===== config.mk =====
export PLATFORM = sky130hd
export DESIGN_NAME = singleCycleCpu
export DESIGN_NICKNAME = d
export VERILOG_FILES = /design/src/cpuPkg.sv /design/src/opcodeControl.sv /design/src/aluControl.sv /design/src/alu.sv /design/src/registerFile.sv /design/src/singleCycleCpu.sv
export VERILOG_INCLUDE_DIRS = /design/src
export SDC_FILE = /design/constraint.sdc
export NUM_CORES = 2
export LEC_CHECK = 0
export ABC_CLOCK_PERIOD_IN_PS = 17100
export BUFFER_PORTS_ARGS = -buffer_cell sky130_fd_sc_hd__buf_2
export CAP_MARGIN = 20
export CORE_AREA = 2 2 363 365
export CTS_BUF_LIST = sky130_fd_sc_hd__clkbuf_4 sky130_fd_sc_hd__clkbuf_8 sky130_fd_sc_hd__clkbuf_16
export DETAILED_ROUTE_END_ITERATION = 10
export DIE_AREA = 0 0 365 367
export MAX_ROUTING_LAYER = met4
export PLACE_DENSITY = 0.65
export SLEW_MARGIN = 20
export SYNTH_ARGS = -nofsm -noshare
export SYNTH_HDL_FRONTEND = slang
export SYNTH_SLANG_ARGS = --single-unit

===== constraint.sdc =====
create_clock -name clk -period 17.1 [get_ports clk]
set_input_delay 1.71 -clock clk [delete_from_list [all_inputs] [get_ports clk]]
set_output_delay 1.71 -clock clk [all_outputs]
set_load 0.1 [all_outputs]

===== src/cpuCfg_cfg.svh =====
`ifndef CPU_CFG_SVH
`define CPU_CFG_SVH

// data and address width
`define CPU_XLEN 32

// architectural register count, register 0 reads as zero
`define CPU_REGS 32

// first fetch address after reset
`define CPU_RESET_PC 32'h0000_0000

// words of data memory reachable by the test program
`define CPU_DMEM_WORDS 64

`endif


===== src/cpuPkg.sv =====
package cpuPkg;

    // primary opcode field, instr[31:26]
    typedef enum logic [5:0] {
        RType = 6'h00,
        J     = 6'h02,
        JAL   = 6'h03,
        BEQ   = 6'h04,
        BNE   = 6'h05,
        ADDI  = 6'h08,
        LW    = 6'h23,
        SW    = 6'h2b
    } opcodeT;

    // funct field of R-type, instr[5:0]
    typedef enum logic [5:0] {
        SLL = 6'h00,
        JR  = 6'h08,
        ADD = 6'h20,
        SUB = 6'h22,
        AND = 6'h24,
        OR  = 6'h25,
        SLT = 6'h2a
    } functT;

    // class of alu operation chosen by the main decoder
    typedef enum logic [1:0] {
        AluOpAdd   = 2'b00,
        AluOpSub   = 2'b01,
        AluOpFunct = 2'b10
    } aluOpT;

    // concrete alu function
    typedef enum logic [2:0] {
        AluAdd = 3'd0,
        AluSub = 3'd1,
        AluAnd = 3'd2,
        AluOr  = 3'd3,
        AluSlt = 3'd4,
        AluSll = 3'd5
    } aluFnT;

endpackage


===== src/opcodeControl.sv =====
`timescale 1ns/10ps

module opcodeControl (
    input  cpuPkg::opcodeT opcode,
    input  cpuPkg::functT  funct,
    output logic           regDst,
    output logic           jump,
    output logic           jumpAndLink,
    output logic           jumpRegister,
    output logic           branch,
    output logic           branchNe,
    output logic           memRead,
    output logic           memToReg,
    output cpuPkg::aluOpT  aluOp,
    output logic           memWrite,
    output logic           aluSrc,
    output logic           regWrite,
    output logic           shiftLeftLogical
);

    logic isR;
    logic isJ;
    logic isJal;
    logic isBeq;
    logic isBne;
    logic isAddi;
    logic isLw;
    logic isSw;
    logic isJr;
    logic isSll;

    // one-hot instruction class from opcode
    always_comb begin
        isR    = (opcode == cpuPkg::RType);
        isJ    = (opcode == cpuPkg::J);
        isJal  = (opcode == cpuPkg::JAL);
        isBeq  = (opcode == cpuPkg::BEQ);
        isBne  = (opcode == cpuPkg::BNE);
        isAddi = (opcode == cpuPkg::ADDI);
        isLw   = (opcode == cpuPkg::LW);
        isSw   = (opcode == cpuPkg::SW);
    end

    // funct only means something for R-type
    assign isJr  = isR && (funct == cpuPkg::JR);
    assign isSll = isR && (funct == cpuPkg::SLL);

    assign regDst           = isR;
    assign jump             = isJ || isJal;
    assign jumpAndLink      = isJal;
    assign jumpRegister     = isJr;
    assign branch           = isBeq;
    assign branchNe         = isBne;
    assign memRead          = isLw;
    assign memToReg         = isLw;
    assign memWrite         = isSw;
    assign aluSrc           = isLw || isSw || isAddi;
    assign shiftLeftLogical = isSll;

    // listed positively so an unknown opcode writes nothing
    assign regWrite = (isR && !isJr) || isAddi || isLw || isJal;

    always_comb begin
        if (isR) begin
            aluOp = cpuPkg::AluOpFunct;
        end else if (isBeq || isBne) begin
            aluOp = cpuPkg::AluOpSub;
        end else begin
            // address and addi, also the harmless default
            aluOp = cpuPkg::AluOpAdd;
        end
    end

endmodule


===== src/aluControl.sv =====
`timescale 1ns/10ps

module aluControl (
    input  cpuPkg::aluOpT aluOp,
    input  cpuPkg::functT funct,
    output cpuPkg::aluFnT aluFn
);

    logic [2:0] fnCode;

    always_comb begin
        case (aluOp)
            cpuPkg::AluOpAdd: fnCode = cpuPkg::AluAdd;
            // beq and bne compare through the zero flag
            cpuPkg::AluOpSub: fnCode = cpuPkg::AluSub;
            cpuPkg::AluOpFunct: begin
                case (funct)
                    cpuPkg::ADD: fnCode = cpuPkg::AluAdd;
                    cpuPkg::SUB: fnCode = cpuPkg::AluSub;
                    cpuPkg::AND: fnCode = cpuPkg::AluAnd;
                    cpuPkg::OR:  fnCode = cpuPkg::AluOr;
                    cpuPkg::SLT: fnCode = cpuPkg::AluSlt;
                    cpuPkg::SLL: fnCode = cpuPkg::AluSll;
                    // jr and anything unknown
                    default:     fnCode = cpuPkg::AluAdd;
                endcase
            end
            default: fnCode = cpuPkg::AluAdd;
        endcase
    end

    assign aluFn = cpuPkg::aluFnT'(fnCode);

endmodule


===== src/alu.sv =====
`timescale 1ns/10ps
`include "cpuCfg_cfg.svh"

module alu (
    input  logic [`CPU_XLEN-1:0] a,
    input  logic [`CPU_XLEN-1:0] b,
    input  logic [4:0]           shamt,
    input  cpuPkg::aluFnT        aluFn,
    output logic [`CPU_XLEN-1:0] result,
    output logic                 zero
);

    logic lessThan;

    // signed compare for slt
    assign lessThan = $signed(a) < $signed(b);

    always_comb begin
        case (aluFn)
            cpuPkg::AluAdd: result = a + b;
            cpuPkg::AluSub: result = a - b;
            cpuPkg::AluAnd: result = a & b;
            cpuPkg::AluOr:  result = a | b;
            cpuPkg::AluSlt: result = {{(`CPU_XLEN-1){1'b0}}, lessThan};
            // sll moves rt, the a operand is not involved
            cpuPkg::AluSll: result = b << shamt;
            default:        result = a + b;
        endcase
    end

    assign zero = (result == '0);

endmodule


===== src/registerFile.sv =====
`timescale 1ns/10ps
`include "cpuCfg_cfg.svh"

module registerFile #(
    parameter int AddrW = $clog2(`CPU_REGS)
) (
    input  logic                 clk,
    input  logic                 arstN,
    input  logic [AddrW-1:0]     raddr1,
    input  logic [AddrW-1:0]     raddr2,
    input  logic [AddrW-1:0]     waddr,
    input  logic                 we,
    input  logic [`CPU_XLEN-1:0] wdata,
    output logic [`CPU_XLEN-1:0] rdata1,
    output logic [`CPU_XLEN-1:0] rdata2
);

    logic [`CPU_XLEN-1:0] regs [`CPU_REGS];

    always_ff @(posedge clk or negedge arstN) begin
        if (!arstN) begin
            for (int i = 0; i < `CPU_REGS; i++) begin
                regs[i] <= '0;
            end
        end else if (we && (waddr != '0)) begin
            regs[waddr] <= wdata;
        end
    end

    // register 0 is hardwired
    assign rdata1 = (raddr1 == '0) ? '0 : regs[raddr1];
    assign rdata2 = (raddr2 == '0) ? '0 : regs[raddr2];

endmodule


===== src/singleCycleCpu.sv =====
`timescale 1ns/10ps
`include "cpuCfg_cfg.svh"

module singleCycleCpu (
    input  logic                 clk,
    input  logic                 arstN,
    output logic [`CPU_XLEN-1:0] pc,
    input  logic [31:0]          instr,
    output logic [`CPU_XLEN-1:0] dmemAddr,
    output logic [`CPU_XLEN-1:0] dmemWdata,
    output logic                 dmemWe,
    output logic                 dmemRe,
    input  logic [`CPU_XLEN-1:0] dmemRdata
);

    localparam int AddrW = $clog2(`CPU_REGS);
    localparam logic [AddrW-1:0] LinkReg = AddrW'(31);

    // instruction fields
    cpuPkg::opcodeT   opcode;
    cpuPkg::functT    funct;
    logic [AddrW-1:0] rs;
    logic [AddrW-1:0] rt;
    logic [AddrW-1:0] rd;
    logic [4:0]       shamt;
    logic [15:0]      imm16;
    logic [25:0]      jumpIndex;

    // control levels
    logic          regDst;
    logic          jump;
    logic          jumpAndLink;
    logic          jumpRegister;
    logic          branch;
    logic          branchNe;
    logic          memRead;
    logic          memToReg;
    logic          memWrite;
    logic          aluSrc;
    logic          regWrite;
    logic          shiftLeftLogical;
    cpuPkg::aluOpT aluOp;
    cpuPkg::aluFnT aluFn;

    // datapath
    logic [`CPU_XLEN-1:0] rdata1;
    logic [`CPU_XLEN-1:0] rdata2;
    logic [`CPU_XLEN-1:0] immExt;
    logic [`CPU_XLEN-1:0] aluB;
    logic [4:0]           aluShamt;
    logic [`CPU_XLEN-1:0] aluResult;
    logic                 aluZero;
    logic [AddrW-1:0]     waddr;
    logic [`CPU_XLEN-1:0] wdata;
    logic [`CPU_XLEN-1:0] pcPlus4;
    logic [`CPU_XLEN-1:0] branchTarget;
    logic [`CPU_XLEN-1:0] jumpTarget;
    logic [`CPU_XLEN-1:0] nextPc;
    logic                 branchTaken;

    assign opcode    = cpuPkg::opcodeT'(instr[31:26]);
    assign funct     = cpuPkg::functT'(instr[5:0]);
    assign rs        = instr[25:21];
    assign rt        = instr[20:16];
    assign rd        = instr[15:11];
    assign shamt     = instr[10:6];
    assign imm16     = instr[15:0];
    assign jumpIndex = instr[25:0];

    opcodeControl uOpcodeControl (
        .opcode           (opcode),
        .funct            (funct),
        .regDst           (regDst),
        .jump             (jump),
        .jumpAndLink      (jumpAndLink),
        .jumpRegister     (jumpRegister),
        .branch           (branch),
        .branchNe         (branchNe),
        .memRead          (memRead),
        .memToReg         (memToReg),
        .aluOp            (aluOp),
        .memWrite         (memWrite),
        .aluSrc           (aluSrc),
        .regWrite         (regWrite),
        .shiftLeftLogical (shiftLeftLogical)
    );

    aluControl uAluControl (
        .aluOp (aluOp),
        .funct (funct),
        .aluFn (aluFn)
    );

    registerFile uRegisterFile (
        .clk    (clk),
        .arstN  (arstN),
        .raddr1 (rs),
        .raddr2 (rt),
        .waddr  (waddr),
        .we     (regWrite),
        .wdata  (wdata),
        .rdata1 (rdata1),
        .rdata2 (rdata2)
    );

    // sign extension for addi, lw, sw and branch offsets
    assign immExt = {{(`CPU_XLEN-16){imm16[15]}}, imm16};
    assign aluB   = aluSrc ? immExt : rdata2;
    // shamt only reaches the alu for sll
    assign aluShamt = shiftLeftLogical ? shamt : 5'd0;

    alu uAlu (
        .a      (rdata1),
        .b      (aluB),
        .shamt  (aluShamt),
        .aluFn  (aluFn),
        .result (aluResult),
        .zero   (aluZero)
    );

    // write-back: jal links into r31
    assign waddr = jumpAndLink ? LinkReg : (regDst ? rd : rt);
    assign wdata = jumpAndLink ? pcPlus4 : (memToReg ? dmemRdata : aluResult);

    assign dmemAddr  = aluResult;
    assign dmemWdata = rdata2;
    assign dmemWe    = memWrite;
    assign dmemRe    = memRead;

    // next pc, no delay slot
    assign pcPlus4      = pc + `CPU_XLEN'(4);
    assign branchTarget = pcPlus4 + {immExt[`CPU_XLEN-3:0], 2'b00};
    assign jumpTarget   = {pcPlus4[`CPU_XLEN-1:28], jumpIndex, 2'b00};
    assign branchTaken  = (branch && aluZero) || (branchNe && !aluZero);

    always_comb begin
        if (jumpRegister) begin
            nextPc = rdata1;
        end else if (jump) begin
            nextPc = jumpTarget;
        end else if (branchTaken) begin
            nextPc = branchTarget;
        end else begin
            nextPc = pcPlus4;
        end
    end

    always_ff @(posedge clk or negedge arstN) begin
        if (!arstN) begin
            pc <= `CPU_RESET_PC;
        end else begin
            pc <= nextPc;
        end
    end

endmodule


==> flow_metrics.py <==
metrics = {
    "power_and_ir_drop": {
        "combPwrFrac_pct": 28.3,
        "ir_worst_vdd_mv": 0.106,
        "p_seq_share_pct": 38.6,
        "sw_frac_of_total_pct": 36.9,
        "p_per_area_nw_per_um2": 105,
        "p_switching_mw": 2.73,
        "p_clk_share_pct": 33.1,
        "internal_power_mw": 4.66,
        "leakage_nw": 30.9,
    },
    "critical_path": {
        "rr_worst_depth": 22,
        "regToRegStartpoint": "uRegisterFile.regs[904]$_DFFE_PN0P_",
        "critPathRequiredTime_ns": 15.39,
        "rrSetupSlack_ns": 8.35,
        "worstPathArrival_ns": 9.71,
        "path_class": "in -> out",
        "r2r-end": "pc[2]$_DFF_PN0_",
        "critPathCaptureType": "output pin",
        "path_max_fanout": 48,
        "start_kind": "primary input",
    },
    "routing": {
        "final_antenna_net_count": 0,
        "viasPerCell": 6.77,
        "wl_met3_mm": 26.5,
        "drtIter0Drc": 7145,
        "dr_wl_met2_mm": 118,
        "drt_wl_total_mm": 263,
        "first_pass_iters": 7,
        "met1_length_mm": 100,
        "vias": 56651,
        "remaining_drc_errors": 0,
        "wl_per_cell_um": 31.4,
        "highest-signal-layer": "met4",
    },
    "cts": {
        "path_clk_slew_ns": 0.06,
        "clkSinkCount": 1056,
        "cts_hold_buf": 0,
        "cts.repair.resized": 0,
        "ctsRootBufferMaster": "clkbuf_16",
        "cts_buffers": 108,
        "clk_latency_ns": 0.74,
        "cts_tree": "yes",
        "clockBufferDepth": 3,
        "htree_levels": 3,
        "postCtsSetupBuffers": 0,
    },
    "grt": {
        "grt_pass1_vias": 54748,
        "grt_antenna_before_repair": 10,
        "overflow": 0,
        "grt_pass1_wl_mm": 382,
        "grt_start_max_net_pins": 178,
        "grt_usage_pct": 40.2,
    },
    "hold_path": {
        "holdCritStartpoint": "uRegisterFile.regs[993]$_DFFE_PN0P_",
        "worstHoldPathCells": 0,
        "hp-class": "reg -> reg",
        "min_to": "uRegisterFile.regs[993]$_DFFE_PN0P_",
    },
    "yosys": {
        "synth_edf_count": 0,
        "async_reset_ff_share_pct": 100,
        "synth.distinct_cells": 99,
        "syn-num-nets": 6914,
        "avgSynthCellArea_um2": 9.62,
        "ys_seq_area_share_pct": 40.8,
        "syn_inst": 6730,
        "synth_top_flop_cell": "dfrtp_1",
        "yosys_register_bits": 1056,
        "synthesis.area_um2": 64800,
        "yosysWarnings": 0,
    },
    "layout": {
        "fin_nets": 6699,
        "final_common_cell": "nand2_1",
        "drive_gt1_share_pct": 16.4,
        "area_growth_pct": 8.96,
        "register_area_um2": 26400,
        "multi_input_area_um2": 35800,
        "final_cells": 8368,
        "final_cell_mix": "nand2_1, o21ai_0, dfrtp_1, mux4_2, mux2i_1",
        "num-fill-cells": 11708,
    },
    "die": {
        "die_w_um": 365,
        "start_util_pct": 49.6,
        "core-area_um2": 130000,
        "die_area_um2": 134000,
        "chipHeight_um": 367,
        "io_pins": 164,
        "rows": 133,
    },
    "sta": {
        "drv_slew": 0,
        "slew_headroom_pct": 18.7,
        "hold_violations": 0,
        "clock_skew_ns": 0.0377,
        "worst_pin_slew_ns": 1.21,
        "fmax_ghz": 0.0875,
        "rsz0062_at_grt": "false",
        "fin_crit_ns": 11.42,
        "min_period_over_period_pct": 66.8,
        "setup_viol": 0,
        "timing.hold.ws_ns": 0.388,
        "worst_slack_ns": 5.68,
        "tns_ns": 0,
    },
    "place": {
        "hpwl_mm": 168,
        "portBuffers": 163,
        "gp_congestion": 1.04,
        "place_ws_ns": 5.42,
        "dp_cells": 8160,
    },
    "run_status": {
        "status": "completed",
    },
    "job": {
        "maxCapViolations": 0,
    },
}
==> metal layers <==
| metal | global-route usage, % | vias to the layer above |
|---|---|---|
| met1 | 50.9 | 28334 |
| met2 | 59.3 | 3355 |
| li1 | - | 24079 |
| met4 | 23.7 | 0 |
| met5 | - | - |
| met3 | 9.15 | 883 |
==> flip-flops by register name (all words and copies together), names as in the netlist <==
name / count
pc: 32
uRegisterFile.regs: 1024
==> power groups by stage <==
| stage | logic, mW | clock network, mW | registers (mW) |
|---|---|---|---|
| 6_report | 2.09 | 2.45 | 2.85 |
| 5_1_grt | 2.21 | 2.56 | 2.86 |
| 4_1_cts | 2.05 | 2.46 | 2.84 |
| 3_5_place_dp | 2.04 | 0 | 2.88 |
| 3_3_place_gp | 2.03 | 0 | 2.88 |
| 2_1_floorplan | 1.23 | 0 | 3.05 |
==> cells by family after synthesis <==
family	Yosys count	synth area share, %
buffers and inverters	758	4.81
xor gates and xnor gates	66	0.893
AOI/OAI and AO/OA	1982	18.2
DFF	1056	40.8
muxes	811	20.2
adders and majority gates	118	2.31
and+or+nand+nor	1939	12.8
==> worst max-delay path by stage <==
stage	start	to	cells past startpoint	slack, ns
2_1_floorplan	instr[17]	dmemAddr[30]	20	4.46
3_3_place_gp	instr[18]	pc[10]$_DFF_PN0_	29	5.57
3_5_place_dp	instr[18]	pc[7]$_DFF_PN0_	29	5.42
4_1_cts	instr[18]	dmemAddr[29]	23	5.90
5_1_grt	instr[18]	dmemAddr[28]	23	5.34
6_report	instr[18]	dmemAddr[29]	21	5.68
==> Yosys cell counts, types with 64 or more instances <==
cell / n / area [µm²]
nand2_1: 1280 / 4800
o21ai_0: 1159 / 5800
dfrtp_1: 1056 / 26400
clkbuf_1: 514 / 1930
mux4_2: 391 / 8810
mux2i_1: 359 / 3590
nor2_1: 241 / 905
a21oi_1: 202 / 1010
inv_1: 122 / 458
a22oi_1: 115 / 863
ha_1: 115 / 1440
nand3_1: 91 / 455
nor3_1: 64 / 320
==> critical path: stages <==
cell,delay [ns]
clkbuf_8,0.32
buf_4,0.72
buf_4,0.66
buf_4,0.62
nor2_1,0.15
a31oi_1,0.31
nand4_1,0.46
mux2i_1,0.49
inv_1,0.09
ha_1,0.47
nor4_1,0.55
inv_1,0.08
a2111oi_0,0.37
o31ai_1,0.33
nand2_1,0.25
a21oi_1,0.21
o41ai_1,0.54
a21oi_1,0.15
o41ai_1,0.32
a311o_1,0.33
buf_2,0.49
==> layout make-up <==
type | instances | share of cell area, %
timing repair buffer | 308 | 2.88
sequential | 1056 | 37.5
clock buffer | 151 | 4.51
multi-input combinational | 4916 | 50.7
tap | 1755 | 3.11
inverter | 125 | 0.665
clock inverter | 47 | 0.647
antenna | 10 | 0.0355
==> stage by stage <==
| stage | instance area (µm²) | power (mW) | util [%] |
|---|---|---|---|
| floorplan | 64800 | 4.28 | - |
| global placement | 66800 | 4.90 | 51.2 |
| detailed placement | 66800 | 4.93 | 51.2 |
| CTS | 70500 | 7.34 | 54.0 |
| global route | 70600 | 7.64 | 54.1 |
| finish | 70600 | 7.38 | 54.1 |
Power figures use the tool's default switching activity.
